**config.mk**
```make
export PLATFORM = sky130hd
export DESIGN_NAME = vgen_regs
export DESIGN_NICKNAME = d
export VERILOG_FILES = /design/src/vgen_timing_pkg.sv /design/src/vgen_plane_pkg.sv /design/src/vgen_regs.sv
export VERILOG_INCLUDE_DIRS = /design/src
export SDC_FILE = /design/constraint.sdc
export NUM_CORES = 1
export LEC_CHECK = 0
export ABC_CLOCK_PERIOD_IN_PS = 2000
export BUFFER_PORTS_ARGS = -buffer_cell sky130_fd_sc_hd__buf_2
export CORE_UTILIZATION = 49
export DETAILED_ROUTE_END_ITERATION = 6
export PLACE_DENSITY_LB_ADDON = 0.1
export SETUP_SLACK_MARGIN = 0.4
export SLEW_MARGIN = 25
export SYNTH_ARGS = -nofsm -noshare
export SYNTH_HDL_FRONTEND = slang
export SYNTH_SLANG_ARGS = --single-unit
```
**constraint.sdc**
```tcl
create_clock -name clk -period 2 [get_ports clk]
set_clock_uncertainty 0.15 [all_clocks]
set_input_delay 0.3 -clock clk [delete_from_list [all_inputs] [get_ports clk]]
set_output_delay 0.3 -clock clk [all_outputs]
set_load 0.01 [all_outputs]
```
**src/vgen_consts.svh**
```systemverilog
// tiny 64x16 raster for short simulations; VGEN_FETCH_LEAD must match the six-cycle text pipeline
`ifndef VGEN_CONSTS_SVH
`define VGEN_CONSTS_SVH

// horizontal timing in pixels, the line starts with blanking
`define VGEN_H_VISIBLE      64
`define VGEN_H_FRONT        4
`define VGEN_H_SYNC         8
`define VGEN_H_BACK         12
`define VGEN_H_TOTAL        (`VGEN_H_VISIBLE + `VGEN_H_FRONT + `VGEN_H_SYNC + `VGEN_H_BACK)

// vertical timing in lines, the frame starts with visible lines
`define VGEN_V_VISIBLE      16
`define VGEN_V_FRONT        2
`define VGEN_V_SYNC         2
`define VGEN_V_BACK         4
`define VGEN_V_TOTAL        (`VGEN_V_VISIBLE + `VGEN_V_FRONT + `VGEN_V_SYNC + `VGEN_V_BACK)

`define VGEN_H_SYNC_POL     1'b0        // active low hsync
`define VGEN_V_SYNC_POL     1'b0        // active low vsync

`define VGEN_FETCH_LEAD     6           // tile read to pixel out latency

// register numbers
`define VGEN_REG_DISPSTART  4'd0
`define VGEN_REG_DISPWIDTH  4'd1
`define VGEN_REG_FONTCTRL   4'd3
`define VGEN_REG_WIDTH      4'd8        // read only
`define VGEN_REG_HEIGHT     4'd9        // read only
`define VGEN_REG_SCANLINE   4'd11       // read only

// register reset values
`define VGEN_RST_LINE_WIDTH  16'd8      // one tile row of 64 pixels
`define VGEN_RST_FONT_HEIGHT 4'd7       // 8-row cells

`endif

```
**src/vgen_timing_pkg.sv**
```systemverilog
// raster types only; the counter width allows modes up to 2047 pixels or lines
package vgen_timing_pkg;

    typedef logic [10:0] raster_cnt_t;      // horizontal or vertical count

    // states run in this order, visible wraps back to pre_sync
    typedef enum logic [1:0] {
        pre_sync  = 2'b00,                  // front porch
        sync      = 2'b01,                  // sync pulse
        post_sync = 2'b10,                  // back porch
        visible   = 2'b11
    } sync_state_t;

endpackage

```
**src/vgen_plane_pkg.sv**
```systemverilog
// memory and register types of the text plane; font memory holds 4096 words
package vgen_plane_pkg;

    typedef logic [15:0] vram_addr_t;       // vram word address
    typedef logic [15:0] mem_word_t;        // vram, font or register word
    typedef logic [11:0] font_addr_t;       // font memory word address
    typedef logic [3:0]  tile_row_t;        // line within a tile cell
    typedef logic [3:0]  pal_index_t;       // palette index
    typedef logic [3:0]  reg_num_t;         // register number
    typedef logic [1:0]  font_bank_t;       // font bank, bit 0 ignored for tall cells

endpackage

```
**src/vgen_regs.sv**
```systemverilog
// configuration registers; read data lags reg_num_i by one clock, writes land at the next edge
`timescale 1ns/1ns
`include "vgen_consts.svh"

module vgen_regs (
    input  logic                         clk,
    input  logic                         reset_i,
    input  logic                         reg_wr_i,       // write strobe
    input  vgen_plane_pkg::reg_num_t     reg_num_i,
    input  vgen_plane_pkg::mem_word_t    reg_data_i,
    output vgen_plane_pkg::mem_word_t    reg_data_o,     // registered read data
    input  vgen_timing_pkg::raster_cnt_t v_count_i,
    input  logic                         h_blank_i,
    input  logic                         v_blank_i,
    output vgen_plane_pkg::vram_addr_t   start_addr_o,   // text start, used at frame end
    output vgen_plane_pkg::vram_addr_t   line_width_o,   // words per tile row
    output vgen_plane_pkg::font_bank_t   font_bank_o,
    output vgen_plane_pkg::tile_row_t    font_height_o   // cell height minus one
);

    always_ff @(posedge clk) begin
        if (reset_i) begin
            start_addr_o  <= '0;
            line_width_o  <= `VGEN_RST_LINE_WIDTH;
            font_bank_o   <= '0;
            font_height_o <= `VGEN_RST_FONT_HEIGHT;
            reg_data_o    <= '0;
        end else begin
            if (reg_wr_i) begin
                case (reg_num_i)
                    `VGEN_REG_DISPSTART: start_addr_o <= reg_data_i;
                    `VGEN_REG_DISPWIDTH: line_width_o <= reg_data_i;
                    `VGEN_REG_FONTCTRL: begin
                        font_bank_o   <= reg_data_i[11:10];
                        font_height_o <= reg_data_i[3:0];
                    end
                    default: begin
                    end                                     // read only or unused
                endcase
            end

            case (reg_num_i)
                `VGEN_REG_DISPSTART: reg_data_o <= start_addr_o;
                `VGEN_REG_DISPWIDTH: reg_data_o <= line_width_o;
                `VGEN_REG_FONTCTRL:  reg_data_o <= {4'h0, font_bank_o, 6'h00, font_height_o};
                `VGEN_REG_WIDTH:     reg_data_o <= vgen_plane_pkg::mem_word_t'(`VGEN_H_VISIBLE);
                `VGEN_REG_HEIGHT:    reg_data_o <= vgen_plane_pkg::mem_word_t'(`VGEN_V_VISIBLE);
                `VGEN_REG_SCANLINE:  reg_data_o <= {v_blank_i, h_blank_i, 3'b000, v_count_i};
                default:             reg_data_o <= '0;
            endcase
        end
    end

endmodule

```
==> qor.yml <==
num_antenna_cells: 0
layout_common_cells: "buf_2 (89), dfxtp_1 (54), mux2i_1 (50), nand2b_1 (50), nor2_1 (23)"
grt_max_degree: 43
grt_pass1_vias: 1819
finalPower_uw: 1916
period_share_pct: 66.10
synth.cell_area_um2: 2384
arrival_ns: 1.37
clk_latency_ns: 0.30
failed_checks: "design-rule violations"
path_clk_slew_ns: 0.08
cts_resized: 0
wl_per_cell_um: 14.57
peakVddDrop_uv: 422.8
critPathKind: "in -> reg"
dr.first_iter.drc_count: 201
final_common_cell: "buf_2"
power_density_nw_per_um2: 638.4
min_path_cells: 2
dp_hpwl_um: 4100
yosysWarnings: 0
cts-root-buf: "clkbuf_8"
die-area_um2: 5147
area.sequential_um2: 1081
status: "finished, violations left"
die_w_um: 71.75
reg2reg_from: "start_addr_o[11]"
slew_headroom_pct: 69.46
maxCapViolations: 0
worstMarginPinSlew_ns: 0.4581
holdPathEnd: "reg_data_o[6]"
core_um2: 4692
setup_viol_count_final: 0
wirelength_um: 5522
start_kind: "input port"
endpoint_kind: "flop"
synth_nets: 269
antenna_found_initial: 0
grt_first_pass_wirelength_um: 8804
grt_overflow_total: 0
stdcell_count: 379
antenna_left: 0
finalSetupTns_ns: 0
post_synth_num_cell_types: 24
period_needed_ns: 1.322
initial_core_util_pct: 50.80
tritoncts: "built"
cp.required_ns: 2.04
vias_per_cell: 5.177
slew_violations: 0
drt_pass1_iterations: 6
io_buffer_count: 89
path_max_fanout: 21
hp-start: "reg_num_i[2]"
ff2ff_setup_slack_ns: 0.91
fmaxAchievable_mhz: 756.4
pin_count: 90
grt_usage_pct: 22.21
vias: 1962
die_h_um: 71.75
h-tree-depth: 2
hold_viol: 0
dp.cells: 371
design_area_um2: 3000
syn_area_per_cell_um2: 10.23
drc: 2
gp_congestion: 0.7948
holdBufCountCts: 0
multi_input_area_um2: 1209
cts.sinks: 54
r2r-end: "reg_data_o[11]"
drive_gt1_share_pct: 36.31
cts_max_path_buffers: 2
syn_to_final_growth_pct: 25.88
placed_area_um2: 2909
cts_setup_buffers: 0
fillers: 412
rows: 25
startpoint: "reg_num_i[0]"
synth_seq_cells: 54
hold_ws_ns: 0.09230
cts_inserted_buffers: 5
rsz0062_at_grt: "false"
p_leak_uw: 0.001483
syn-instance-count: 233
r2r_cells: 2
hold_path_class: "in -> reg"
ys_seq_area_share_pct: 45.35
fin_nets: 360
synthesized netlist by cell type:
cell | n | share of area, %
o21ai_0 | 2 | 0.42
a22oi_1 | 6 | 1.9
o22a_1 | 5 | 1.8
o211ai_1 | 1 | 0.32
a21oi_2 | 1 | 0.37
nand4_2 | 1 | 0.52
nand4_1 | 2 | 0.52
buf_2 | 6 | 1.3
nor3_1 | 2 | 0.42
mux2_2 | 7 | 3.3
or3b_1 | 1 | 0.37
dfxtp_1 | 54 | 45
mux2i_1 | 50 | 21
buf_4 | 1 | 0.32
a311oi_1 | 2 | 0.74
nand3b_1 | 2 | 0.63
or3_4 | 1 | 0.47
nand3_1 | 3 | 0.63
buf_6 | 2 | 0.94
and3_1 | 2 | 0.52
inv_1 | 1 | 0.16
nor2_1 | 23 | 3.6
nand2b_1 | 50 | 13
clkbuf_1 | 8 | 1.3
through the flow:
stage	util [%]	setup slack (ns)
6_report	63.95	0.6780
5_1_grt	63.95	0.6407
4_1_cts	63.95	0.6964
3_5_place_dp	62.00	0.3848
3_3_place_gp	62.00	0.3897
2_1_floorplan	-	0.4396
cell families after synthesis:
logic type / count (synthesis) / synth area share [%]
buf+inv: 18 / 3.937
compound gates: 17 / 5.564
flops: 54 / 45.35
mux: 57 / 24.30
simple gates: 87 / 20.84
metal layers:
layer  GRT usage [%]  wire, um  vias to the layer above
li1                -         -                      981
met1           29.62      2640                      917
met2           36.58      2584                       59
met3           4.782       253                        5
met4           5.882        44                        0
met5               0         0                        -
where the power goes:
part	switching [uW]	internal, uW
combinational	99.7	95.9
clock	344	280
sequential	8.26	1090
total	452	1460
registers in the layout, indices dropped and copies added (netlist names):
signal / flops
line_width_o: 16
font_height_o: 4
font_bank_o: 2
reg_data_o: 16
start_addr_o: 16
cell type report:
type	instances	area share (%)
Timing Repair Buffer	101	18.27
Clock buffer	7	2.877
Inverter	1	0.1251
Tap cell	54	2.252
Sequential cell	54	36.03
Multi-Input combinational cell	161	40.28
Clock inverter	1	0.1668
critical path: stages:
cell,delay (ns)
buf_2,0.37
buf_4,0.24
mux2i_1,0.22
o22a_1,0.16
nor2_1,0.05
worst max-delay path by stage:
stage,endpoint,depth (start not counted)
2_1_floorplan,reg_data_o[11],5
3_3_place_gp,reg_data_o[10],5
3_5_place_dp,reg_data_o[10],5
4_1_cts,start_addr_o[11],1
5_1_grt,reg_data_o[10],4
6_report,reg_data_o[10],5
No activity file was read; power rests on OpenSTA's default activity.
