## src/vgen_consts.svh

```systemverilog
// tiny 64x16 raster for short simulations; VGEN_FETCH_LEAD must match the six-cycle text pipeline
`ifndef VGEN_CONSTS_SVH
`define VGEN_CONSTS_SVH

// horizontal timing in pixels, the line starts with blanking
`define VGEN_H_VISIBLE      64
`define VGEN_H_FRONT        4
`define VGEN_H_SYNC         8
`define VGEN_H_BACK         12
`define VGEN_H_TOTAL        (`VGEN_H_VISIBLE + `VGEN_H_FRONT + `VGEN_H_SYNC + `VGEN_H_BACK)

// vertical timing in lines, the frame starts with visible lines
`define VGEN_V_VISIBLE      16
`define VGEN_V_FRONT        2
`define VGEN_V_SYNC         2
`define VGEN_V_BACK         4
`define VGEN_V_TOTAL        (`VGEN_V_VISIBLE + `VGEN_V_FRONT + `VGEN_V_SYNC + `VGEN_V_BACK)

`define VGEN_H_SYNC_POL     1'b0        // active low hsync
`define VGEN_V_SYNC_POL     1'b0        // active low vsync

`define VGEN_FETCH_LEAD     6           // tile read to pixel out latency

// register numbers
`define VGEN_REG_DISPSTART  4'd0
`define VGEN_REG_DISPWIDTH  4'd1
`define VGEN_REG_FONTCTRL   4'd3
`define VGEN_REG_WIDTH      4'd8        // read only
`define VGEN_REG_HEIGHT     4'd9        // read only
`define VGEN_REG_SCANLINE   4'd11       // read only

// register reset values
`define VGEN_RST_LINE_WIDTH  16'd8      // one tile row of 64 pixels
`define VGEN_RST_FONT_HEIGHT 4'd7       // 8-row cells

`endif

```

## src/vgen_plane_pkg.sv

```systemverilog
// memory and register types of the text plane; font memory holds 4096 words
package vgen_plane_pkg;

    typedef logic [15:0] vram_addr_t;       // vram word address
    typedef logic [15:0] mem_word_t;        // vram, font or register word
    typedef logic [11:0] font_addr_t;       // font memory word address
    typedef logic [3:0]  tile_row_t;        // line within a tile cell
    typedef logic [3:0]  pal_index_t;       // palette index
    typedef logic [3:0]  reg_num_t;         // register number
    typedef logic [1:0]  font_bank_t;       // font bank, bit 0 ignored for tall cells

endpackage

```

## src/text_plane.sv

```systemverilog
// text fetch; memories must answer one clock after select, reset must last at least two clocks
`timescale 1ns/1ns

module text_plane (
    input  logic                       clk,
    input  logic                       reset_i,
    input  logic                       fetch_start_i,   // tile cycle 0 of the first tile
    input  logic                       fetch_active_i,
    input  logic                       line_end_i,
    input  logic                       frame_end_i,
    input  vgen_plane_pkg::vram_addr_t start_addr_i,
    input  vgen_plane_pkg::vram_addr_t line_width_i,
    input  vgen_plane_pkg::font_bank_t font_bank_i,
    input  vgen_plane_pkg::tile_row_t  font_height_i,
    input  vgen_plane_pkg::mem_word_t  vram_data_i,
    input  vgen_plane_pkg::mem_word_t  fontram_data_i,
    output logic                       vram_sel_o,
    output vgen_plane_pkg::vram_addr_t vram_addr_o,
    output logic                       fontram_sel_o,
    output vgen_plane_pkg::font_addr_t fontram_addr_o,
    output vgen_plane_pkg::pal_index_t pal_index_o
);
    vgen_plane_pkg::vram_addr_t addr_q;             // next tile word
    vgen_plane_pkg::vram_addr_t line_addr_q;        // first tile word of the row
    vgen_plane_pkg::tile_row_t  row_q;              // line within the cell
    vgen_plane_pkg::tile_row_t  font_height_q;
    vgen_plane_pkg::font_bank_t font_bank_q;
    vgen_plane_pkg::font_addr_t font_addr;
    logic [2:0]                 tile_x_q;           // cycle within the tile
    logic [2:0]                 phase;
    logic [7:0]                 attr_save_q;        // colours of the tile being fetched
    logic [7:0]                 attr_q;             // colours of the tile on screen
    logic [7:0]                 shift_q;            // font bits, msb is the current pixel

    always_comb begin
        phase = fetch_start_i ? 3'd0 : tile_x_q;
        if (font_height_q[3]) begin                 // tall cells use half the banks
            font_addr = {font_bank_q[1], vram_data_i[7:0], row_q[3:1]};
        end else begin
            font_addr = {font_bank_q, vram_data_i[7:0], row_q[2:1]};
        end
    end

    // font settings change only between frames
    always_ff @(posedge clk) begin
        if (reset_i || frame_end_i) begin
            font_bank_q   <= font_bank_i;
            font_height_q <= font_height_i;
        end
    end

    always_ff @(posedge clk) begin
        if (fetch_active_i && phase == 3'd0) begin
            vram_addr_o <= addr_q;
        end
        if (fetch_active_i && phase == 3'd2) begin
            attr_save_q    <= vram_data_i[15:8];    // tile word arrived
            fontram_addr_o <= font_addr;
        end
    end

    always_ff @(posedge clk) begin
        if (reset_i) begin
            tile_x_q      <= '0;
            vram_sel_o    <= 1'b0;
            fontram_sel_o <= 1'b0;
            pal_index_o   <= '0;
            shift_q       <= '0;
            attr_q        <= '0;
            row_q         <= '0;
            addr_q        <= '0;
            line_addr_q   <= '0;
        end else begin
            vram_sel_o    <= 1'b0;
            fontram_sel_o <= 1'b0;
            shift_q       <= {shift_q[6:0], 1'b0};
            pal_index_o   <= shift_q[7] ? attr_q[3:0] : attr_q[7:4];    // fg 11:8, bg 15:12

            if (fetch_active_i) begin
                tile_x_q <= phase + 3'd1;
                case (phase)
                    3'd0: begin
                        vram_sel_o <= 1'b1;                 // tile word read
                        addr_q     <= addr_q + 1'b1;
                    end
                    3'd2: fontram_sel_o <= 1'b1;            // font read for that tile
                    3'd4: begin
                        shift_q <= row_q[0] ? fontram_data_i[7:0] : fontram_data_i[15:8];
                        attr_q  <= attr_save_q;
                    end
                    default: begin
                    end
                endcase
            end

            if (frame_end_i) begin
                addr_q      <= start_addr_i;
                line_addr_q <= start_addr_i;
                row_q       <= '0;
            end else if (line_end_i) begin
                if (row_q == font_height_q) begin           // last row of the cell
                    row_q       <= '0;
                    line_addr_q <= line_addr_q + line_width_i;
                    addr_q      <= line_addr_q + line_width_i;
                end else begin
                    row_q  <= row_q + 1'b1;
                    addr_q <= line_addr_q;                  // same tile row again
                end
            end
        end
    end

endmodule

```

## config.mk

```make
export PLATFORM = sky130hd
export DESIGN_NAME = text_plane
export DESIGN_NICKNAME = d
export VERILOG_FILES = /design/src/vgen_consts.svh /design/src/vgen_plane_pkg.sv /design/src/text_plane.sv
export SDC_FILE = /design/constraint.sdc
export NUM_CORES = 1
export LEC_CHECK = 0
export ABC_AREA = 0
export BUFFER_PORTS_ARGS = -buffer_cell sky130_fd_sc_hd__buf_2
export CAP_MARGIN = 10
export CORE_MARGIN = 2
export CORE_UTILIZATION = 35
export CTS_BUF_LIST = sky130_fd_sc_hd__clkbuf_2 sky130_fd_sc_hd__clkbuf_4 sky130_fd_sc_hd__clkbuf_8
export DETAILED_ROUTE_END_ITERATION = 6
export GPL_TIMING_DRIVEN = 1
export PLACE_DENSITY = 0.61
export REMOVE_ABC_BUFFERS = 1
export SLEW_MARGIN = 15
export SYNTH_ARGS = -nofsm -noshare
export SYNTH_HDL_FRONTEND = slang
export SYNTH_SLANG_ARGS = --single-unit
```

## constraint.sdc

```tcl
create_clock -name clk -period 4 [get_ports clk]
set_input_delay 0.6 -clock clk [delete_from_list [all_inputs] [get_ports clk]]
set_output_delay 0.6 -clock clk [all_outputs]
set_load 0.03 [all_outputs]
```

==> results.toml, run 1 <==
[outcome]
status = "finished clean"

[sta]
clock_skew_ns = 0.01799
min_period_over_period_pct = 66.88
slew_viol_final = 0
finalSetupViolCount = 0
maxSlewHeadroom_pct = 34.35
fmax_mhz = 373.8
worst_slew_pin_slew_ns = 0.9847
layout_setup_ws_ns = 1.325
grt_setup_unrepaired = "false"
holdWs_ns = 0.3870
period_minus_slack_ns = 2.675
finalHoldViolCount = 0
tns_ns = 0

[synthesis]
synth.avg_cell_area_um2 = 9.867
synth_cells = 526
ys_ff_latch = 103
ys.flop_type = "dfxtp_1"
synthArstFlopShare_pct = 0
ys_types = 61
synth_edf_count = 42
yosysSeqAreaShare_pct = 47.83
yosysWarnings = 0
synth_area_um2 = 5190

[clock_tree]
insertion_delay_ns = 0.39
cts_tree = "done"
post_cts_resized = 0
numClockSinks = 103
htreeDepth = 3
cts_buffers = 9
cts_root_buffer = "clkbuf_8"
cts.clk_slew.worst_paths_ns = 0.10
clk_path_buf_depth = 2
ctsHoldBuffers = 0
postCtsSetupBuffers = 0

[final_layout]
layout-drive-gt1-share_pct = 24.02
area_growth_syn_to_layout_pct = 18.23
layout.nets = 729
diodes = 0
final_cell_area_um2 = 6136

[route]
dr.first_iter.drc_count = 375
wl_per_cell_um = 17.35
remaining_drc_errors = 0
wirelength_um = 14240
num_vias = 4507
via_per_inst = 5.490
antenna_left = 0
firstDrtPassIters = 5

[global_routing]
gr-usage-met2_pct = 28.71
met1_usage_pct = 24.61
grt_pass1_vias = 4372
antenna_found_initial = 0
gr-total-overflow = 0
grt_util_all_layers_pct = 18.06
grt_pass1_wl_um = 22920
grt_max_degree = 50
grt_busiest_layer = "met2"
use_met3_pct = 4.758

[power_and_ir_drop]
powerDensity_nw_per_um2 = 362.1
peakVddDrop_mv = 0.1783
p_leak_nw = 2.445

[setup_path]
rr_worst_depth = 6
reg2reg_slack_ns = 1.32
rr_startpoint = "font_height_q[3]"
critPathKind = "flip-flop to flip-flop"
worstPathArrival_ns = 2.96
reg2reg_to = "addr_q[4]"
end_kind = "flip-flop"
path_max_fanout = 13
start_kind = "flip-flop"
cp.required_ns = 4.28

[place]
hpwlAfterDp_um = 10510
place_ws_ns = 1.018
gp_congestion = 0.8804
port_buffers = 109
detailed_place.area_um2 = 5937

[floorplanning]
initial_core_util_pct = 35.71
core_um2 = 14530
die_height_um = 125.8
rows = 44
die_w_um = 125.8
dieArea_um2 = 15820
io_pins = 110

[hold_path]
holdPathEnd = "attr_save_q[4]"
hp-start = "vram_data_i[12]"
hold_path_class = "primary input to flip-flop"
hold_depth = 1

[run]
maxCapViolCount = 0
==> routing by layer <==
metal	share of wire (%)	vias to the layer above	routed length, um
met5	0	-	0
met4	1.7	0	238
met3	8.5	19	1206
met2	46	202	6530
met1	44	2117	6266
li1	-	2169	-
==> critical path, cell delays in order (launching register included) <==
cell,delay (ns)
edfxtp_1,0.59
xnor2_1,0.25
and4_1,0.62
nor2_2,0.24
a222oi_1,0.55
a21oi_1,0.13
o21a_1,0.19
==> per-stage QoR <==
step / power (mW) / util, % / cells
after floorplan: 1.423 / - / 503
after global placement: 1.558 / 40.85 / 805
after detailed placement: 1.565 / 40.85 / 805
after CTS: 2.236 / 42.22 / 821
final: 2.222 / 42.22 / 821
after global routing: 2.324 / 42.22 / 821
==> area by class of cell <==
| type | instances | area, um^2 |
|---|---|---|
| Multi-Input combinational cell | 388 | 2566 |
| Inverter | 12 | 45.04 |
| Fill cell | 1432 | 8398 |
| Timing Repair Buffer | 118 | 613.1 |
| Clock buffer | 10 | 131.4 |
| Clock inverter | 6 | 67.56 |
| Sequential cell | 103 | 2482 |
| Tap cell | 184 | 230.2 |
==> placed cells by master (no fill, tap or decap), types with 18 or more instances in the layout <==
| cell | instances |
|---|---|
| edfxtp_1 | 42 |
| dfxtp_1 | 61 |
| buf_2 | 109 |
| mux2i_1 | 18 |
| a21oi_1 | 43 |
| nor2_1 | 48 |
| o21ai_0 | 20 |
| nand2_1 | 65 |
| ha_1 | 20 |
==> cells in the mapped netlist, drive strengths merged, types with 3 or more instances <==
master	n	area, um^2
dfxtp	61	1221
a2111oi	3	26.28
a21o	9	68.82
xnor2	11	96.34
ha	20	250.2
nor2	49	186.4
buf	6	32.53
o31ai	3	22.52
o21a	8	60.06
o211ai	4	30.03
clkbuf	17	63.81
nand4	6	37.54
mux2i	18	180.2
a21oi	43	215.2
nor3	13	65.06
o221ai	4	35.03
edfxtp	42	1261
o21ai	20	100.1
nand2b	4	25.02
a31oi	5	31.28
a221oi	7	85.08
and2	4	25.02
and3	8	50.05
mux2	11	123.9
inv	10	37.54
nand2	65	244.0
xor2	9	78.83
o211a	4	40.04
nand3	13	65.06
a211oi	11	82.58
a22oi	3	22.52
==> logic make-up after synthesis <==
group	Yosys count	synth area share (%)
adders and majority gates	21	5.207
DFF	103	47.83
AOI/OAI and AO/OA	149	20.40
and+or+nand+nor	169	14.61
xor gates and xnor gates	20	3.375
buffers and inverters	35	2.724
muxes	29	5.858
==> state kept, by name, indices dropped and copies added (netlist names) <==
name	flops
addr_q	16
attr_q	8
attr_save_q	8
font_bank_q	2
font_height_q	4
fontram_addr_o	12
fontram_sel_o	1
line_addr_q	16
pal_index_o	4
row_q	4
shift_q	8
tile_x_q	3
vram_addr_o	16
vram_sel_o	1
==> how the worst max path moves through the flow <==
| stage | from | to | slack [ns] | cells after the start |
|---|---|---|---|---|
| 2_1_floorplan | line_width_i[0] | addr_q[6] | 1.39 | 8 |
| 3_3_place_gp | line_width_i[0] | addr_q[6] | 1.11 | 9 |
| 3_5_place_dp | line_width_i[0] | addr_q[6] | 1.02 | 9 |
| 4_1_cts | font_height_q[3] | addr_q[4] | 1.36 | 6 |
| 5_1_grt | font_height_q[3] | addr_q[8] | 1.05 | 6 |
| 6_report | font_height_q[3] | addr_q[4] | 1.32 | 6 |
==> power breakdown <==
| part | internal (mW) | total (mW) | switching, mW | leakage (nW) |
|---|---|---|---|---|
| sequential | 1.14 | 1.17 | 0.0342 | 0.896 |
| clock | 0.301 | 0.677 | 0.376 | 0.102 |
| combinational | 0.149 | 0.372 | 0.223 | 1.45 |
| total | 1.59 | 2.22 | 0.633 | 2.45 |
No activity file was read; power rests on OpenSTA's default activity.
==> run 2, diff against run 1 <==
--- a/config.mk
+++ b/config.mk
@@ -13,7 +13,7 @@
 export CTS_BUF_LIST = sky130_fd_sc_hd__clkbuf_2 sky130_fd_sc_hd__clkbuf_4 sky130_fd_sc_hd__clkbuf_8
 export DETAILED_ROUTE_END_ITERATION = 6
 export GPL_TIMING_DRIVEN = 1
-export PLACE_DENSITY = 0.61
+export PLACE_DENSITY = 0.63
 export REMOVE_ABC_BUFFERS = 1
 export SLEW_MARGIN = 15
 export SYNTH_ARGS = -nofsm -noshare
==> constraint.sdc (replaced) <==
create_clock -name clk -period 2.42 [get_ports clk]
set_input_delay 0.363 -clock clk [delete_from_list [all_inputs] [get_ports clk]]
set_output_delay 0.363 -clock clk [all_outputs]
set_load 0.03 [all_outputs]
==> run 2 against run 1 <==
  * Register-to-register slack lost 1.3 ns
  * Combinational power rose by 90%
  * Final area grew 6.1%
  * Worst setup slack got worse by 1.3 ns
  * Critical path type unchanged
  * First-iteration DRC count grew 4.0%
  * Utilization increased by 2.6 points
  * Sequential cell count is the same
  * Global-route usage increased by 0.69 points
  * Total power increased by 66%
  * Largest cell class unchanged
  * Critical endpoint is now line_addr_q[15]
  * Count of clock-buffer cells in the layout did not move
==> results.toml, run 2 (same netlist as run 1, synthesis figures left out) <==
[power_and_ir_drop]
combPwrFrac_pct = 19.1
clkPwrFrac_pct = 28.5
finalPower_mw = 3.697
seqPwrFrac_pct = 52.4
intPower_mw = 2.609
p_switching_mw = 1.089
powerDensity_nw_per_um2 = 567.9
peakVddDrop_mv = 0.2596
p_sw_share_pct = 29.45
p_leak_nw = 2.640

[global_routing]
grt_pass1_wl_um = 23720
grt_max_degree = 50
gr-total-overflow = 0
grt_pass1_vias = 4601
antenna_found_initial = 0
grt_util_all_layers_pct = 18.75

[sta]
worst_slew_pin_slew_ns = 0.5566
period_minus_slack_ns = 2.361
finalSetupViolCount = 0
clock_skew_ns = 0.01073
fmax_mhz = 423.5
holdWs_ns = 0.1454
grt_setup_unrepaired = "true"
finalHoldViolCount = 0
min_period_over_period_pct = 97.56
slew_viol_final = 0
layout_setup_ws_ns = 0.05897
maxSlewHeadroom_pct = 62.89

[route]
wl_met2_um = 6902
remaining_drc_errors = 0
wl_per_cell_um = 17.14
via_per_inst = 5.435
firstDrtPassIters = 5
drt-met1-wl_um = 6394
dr_wl_met3_um = 1091
antenna_left = 0
wirelength_um = 14730
routed.top_layer = "met4"
dr.first_iter.drc_count = 390
num_vias = 4669

[final_layout]
area_growth_syn_to_layout_pct = 25.46
reg.largest.list = "addr_q (16), line_addr_q (16), vram_addr_o (16)"
layout-drive-gt1-share_pct = 30.22
regArea_um2 = 2489
final_util_pct = 44.80
fin_cells = 859
n_fill_cell = 1434
diodes = 0
final_cell_mix = "buf_2, nand2_1, dfxtp_1"
multi_input_area_um2 = 2645
final_common_cell = "buf_2"
layout.nets = 767

[setup_path]
worstPathArrival_ns = 2.61
path_max_fanout = 3
cp.required_ns = 2.67
cp_slowest_stage_delay_ns = 0.44
slowest_stage = "a2111o_1"
end_kind = "flip-flop"
path_cells = "ha_4 > buf_6 > a211o_1 > a2111o_1 > a21o_1 > a221oi_2 > xnor2_1 > o221ai_1"
start_kind = "flip-flop"
critPathKind = "flip-flop to flip-flop"

[place]
hpwlAfterDp_um = 11080
place_ws_ns = -0.2906
dp_cells = 837
gp_congestion = 0.8792
port_buffers = 109

[clock_tree]
htreeDepth = 3
cts_root_buffer = "clkbuf_8"
cts.clk_slew.worst_paths_ns = 0.10
numClockSinks = 103
insertion_delay_ns = 0.39
cts_tree = "done"
clk_path_buf_depth = 2
cts_buffers = 9

[hold_path]
hold_path_class = "primary input to flip-flop"

[floorplanning]
dieArea_um2 = 15820
core_um2 = 14530
rows = 44
initial_core_util_pct = 35.71
die_height_um = 125.8
io_pins = 110
die_w_um = 125.8

[run]
maxCapViolCount = 0

[outcome]
status = "finished clean"
run 2: changes by cell type in the layout (fill, tap and decap cells not counted), sizes merged:
cell / change
clkinvlp: -1
clkinv: +1
bufinv: -1
inv: +1
buf: +38
run 2: path summary, 6_finish.rpt:
path / start / endpoint / slack [ns] / depth (start not counted)
worst max-delay path: line_addr_q[0] / line_addr_q[15] / 0.06 / 8
worst min-delay path: font_bank_i[1] / font_bank_q[1] / 0.15 / 1
worst max register to register: line_addr_q[0] / line_addr_q[15] / 0.06 / 8
worst min register to register: font_bank_q[1] / fontram_addr_o[11] / 0.43 / 0
run 2: cell type report:
| class | count | share of cell area, % |
|---|---|---|
| Tap cell | 184 | 3.536 |
| Timing Repair Buffer | 156 | 14.03 |
| Clock buffer | 10 | 2.114 |
| Sequential cell | 103 | 38.22 |
| Multi-Input combinational cell | 388 | 40.62 |
| Inverter | 12 | 0.6918 |
| Clock inverter | 6 | 0.7879 |
run 2: through the flow:
stage / cell area [um^2] / setup TNS [ns]
2_1_floorplan: 5094 / 0
3_3_place_gp: 6177 / -1.337
3_5_place_dp: 6177 / -2.356
4_1_cts: 6455 / 0
5_1_grt: 6511 / -0.1794
6_report: 6511 / 0
run 2: timing repair:
action,CTS,global route
setup endpoints to repair,8,11
hold endpoints to repair,0,0
gates resized for setup,15,9
pin swaps,10,12
hold buffers,0,0
setup buffers,3,3
run 2: power by group through the flow:
stage	clock network, mW	registers [mW]	logic [mW]
after CTS	1.09	1.94	0.686
after global placement	0	1.97	0.649
after detailed placement	0	1.98	0.660
after floorplan	0	2.01	0.340
final	1.05	1.94	0.707
after global routing	1.16	1.95	0.769
run 2: critical path: cells and delay by family, from the launching register on:
family                     cells  cell delay [ns]
DFF                            1             0.35
adders and majority gates      1             0.17
buffers and inverters          1             0.11
AOI/OAI and AO/OA              5             1.41
xor gates and xnor gates       1             0.19
run 2: layer usage:
layer  up-vias  global-route usage (%)
li1       2254                       -
met1      2206                   24.64
met2       185                   31.00
met3        24                   4.163
met4         0                   5.753
met5         -                       0
==> run 3, diff against run 2 <==
--- a/config.mk
+++ b/config.mk
@@ -5,7 +5,6 @@
 export SDC_FILE = /design/constraint.sdc
 export NUM_CORES = 1
 export LEC_CHECK = 0
-export ABC_AREA = 0
 export BUFFER_PORTS_ARGS = -buffer_cell sky130_fd_sc_hd__buf_2
 export CAP_MARGIN = 10
 export CORE_MARGIN = 2
==> constraint.sdc (replaced) <==
create_clock -name clk -period 2.42 [get_ports clk]
set_input_delay 0 -clock clk [delete_from_list [all_inputs] [get_ports clk]]
set_output_delay 0 -clock clk [all_outputs]
set_load 0.03 [all_outputs]
==> run 3 against run 2 <==
  * First-iteration DRC count decreased by 18%
  * Global-route usage increased by 0.26 points
  * Clock skew decreased by 0.00084 ns
  * Count of clock-buffer cells in the layout down 1
  * Non-clock buffer count rose by 31
  * Hold slack lost 0.13 ns
  * Critical path depth unchanged
  * Sequential share of layout area down 2.0 points
  * Worst setup slack better by 0.028 ns
  * Critical endpoint is now addr_q[9]
==> results.toml, run 3 (same netlist as run 1, synthesis figures left out) <==
[sta]
layout_setup_ws_ns = 0.08674
slew_viol_final = 0
finalSetupViolCount = 0
clock_skew_ns = 0.009886
finalHoldViolCount = 0
maxSlewHeadroom_pct = 36.81
worst_slew_pin_slew_ns = 0.9478
grt_setup_unrepaired = "true"
min_period_over_period_pct = 96.42
fmax_mhz = 428.6
holdWs_ns = 0.01839
period_minus_slack_ns = 2.333

[place]
hpwlAfterDp_um = 10900
gp_congestion = 0.8920
port_buffers = 109
place_ws_ns = -0.09266

[floorplanning]
core_um2 = 14530
dieArea_um2 = 15820
rows = 44
die_w_um = 125.8
io_pins = 110
initial_core_util_pct = 35.71
die_height_um = 125.8

[route]
remaining_drc_errors = 0
routed.top_layer = "met4"
via_per_inst = 5.449
wirelength_um = 15050
dr.first_iter.drc_count = 321
num_vias = 4850
wl_met2_um = 7096
drt-met1-wl_um = 6444
wl_per_cell_um = 16.90
firstDrtPassIters = 5
dr_wl_met3_um = 1143
antenna_left = 0

[setup_path]
rr_worst_depth = 8
cp_num_buf_inv = 1
start_kind = "flip-flop"
cp.required_ns = 2.70
cp_slowest_stage_delay_ns = 0.47
rr_startpoint = "line_addr_q[0]"
crit_family = "compound AO/OA/AOI/OAI gates"
worstPathArrival_ns = 2.61
end_kind = "flip-flop"
path_max_fanout = 3
critPathKind = "flip-flop to flip-flop"
reg2reg_to = "addr_q[9]"
path_cells = "ha_4 > buf_6 > a211o_1 > a2111o_1 > a41oi_2 > xor2_2 > a211oi_1 > o2111a_1"
slowest_stage = "a2111o_1"
reg2reg_slack_ns = 0.09

[global_routing]
grt_max_degree = 50
grt_pass1_vias = 4616
grt_pass1_wl_um = 23790
antenna_found_initial = 0
grt_util_all_layers_pct = 19.01
gr-total-overflow = 0

[power_and_ir_drop]
peakVddDrop_mv = 0.3442
powerDensity_nw_per_um2 = 543.1
p_leak_nw = 2.756

[hold_path]
holdPathEnd = "line_addr_q[14]"
hold_depth = 5
hold_path_class = "primary input to flip-flop"
hp-start = "start_addr_i[14]"

[outcome]
status = "finished clean"

[final_layout]
final_common_cell = "buf_2"
final_cell_mix = "buf_2, nand2_1, dfxtp_1"
area_growth_syn_to_layout_pct = 32.26
layout-drive-gt1-share_pct = 26.35
diodes = 0
layout.nets = 798
reg.largest.list = "addr_q (16), line_addr_q (16), vram_addr_o (16)"
n_fill_cell = 1366

[clock_tree]
cts.clk_slew.worst_paths_ns = 0.10
insertion_delay_ns = 0.39
cts_tree = "done"
cts_root_buffer = "clkbuf_8"
clk_path_buf_depth = 2
numClockSinks = 103
cts_buffers = 9
htreeDepth = 3

[run]
maxCapViolCount = 0
==> run 3: worst reg2reg max path: cells and delay by family (launching register included) <==
kind,cells,cell delay [ns]
compound gates,5,1.37
buf+inv,1,0.11
flops,1,0.35
fa+ha+maj,1,0.17
xor+xnor,1,0.23
==> run 3: repair_timing <==
action / 4_1_cts / 5_1_grt
buffers inserted: 2 / 4
pin swaps: 6 / 12
hold buffers: 50 / 0
setup endpoints to repair: 7 / 10
gates resized for setup: 11 / 12
endpoints found under the hold margin: 46 / 0
==> run 3: area by class of cell <==
| cell class | instances | area [um^2] | area share, % |
|---|---|---|---|
| Inverter | 12 | 45.04 | 0.6562 |
| Tap cell | 184 | 230.2 | 3.354 |
| Multi-Input combinational cell | 388 | 2650 | 38.61 |
| Clock inverter | 7 | 63.81 | 0.9296 |
| Timing Repair Buffer | 187 | 1264 | 18.41 |
| Clock buffer | 9 | 123.9 | 1.805 |
| Sequential cell | 103 | 2487 | 36.24 |
==> run 3: metal layers <==
layer  track usage, %  up-vias
li1                 -     2326
met1            24.05     2298
met2            31.64      201
met3            5.353       25
met4            5.947        0
met5                0        -
==> run 3: worst max path at each step <==
stage	startpoint	end	slack (ns)	cells past startpoint
after floorplan	tile_x_q[0]	addr_q[11]	0.11	9
after global placement	line_addr_q[0]	addr_q[6]	-0.02	8
after detailed placement	line_addr_q[0]	addr_q[6]	-0.09	8
after CTS	line_addr_q[0]	line_addr_q[15]	0.002	8
after global routing	line_addr_q[0]	line_addr_q[15]	-0.05	8
final	line_addr_q[0]	addr_q[9]	0.09	8
==> run 3: where the power goes <==
| part | total [mW] | internal [mW] | switching (mW) |
|---|---|---|---|
| Sequential | 1.94 | 1.88 | 0.0541 |
| Combinational | 0.748 | 0.341 | 0.407 |
| Clock | 1.04 | 0.397 | 0.646 |
| Total | 3.73 | 2.62 | 1.11 |
==> run 3: through the flow <==
| step | utilization (%) | instances | cell area (um^2) | TNS (ns) | power [mW] |
|---|---|---|---|---|---|
| floorplan | - | 503 | 5094 | 0 | 2.353 |
| global placement | 41.52 | 818 | 6035 | -0.01711 | 2.595 |
| detailed placement | 41.52 | 818 | 6035 | -0.1807 | 2.606 |
| CTS | 46.64 | 886 | 6779 | 0 | 3.736 |
| global route | 47.23 | 890 | 6864 | -0.06967 | 3.913 |
| finish | 47.23 | 890 | 6864 | 0 | 3.728 |
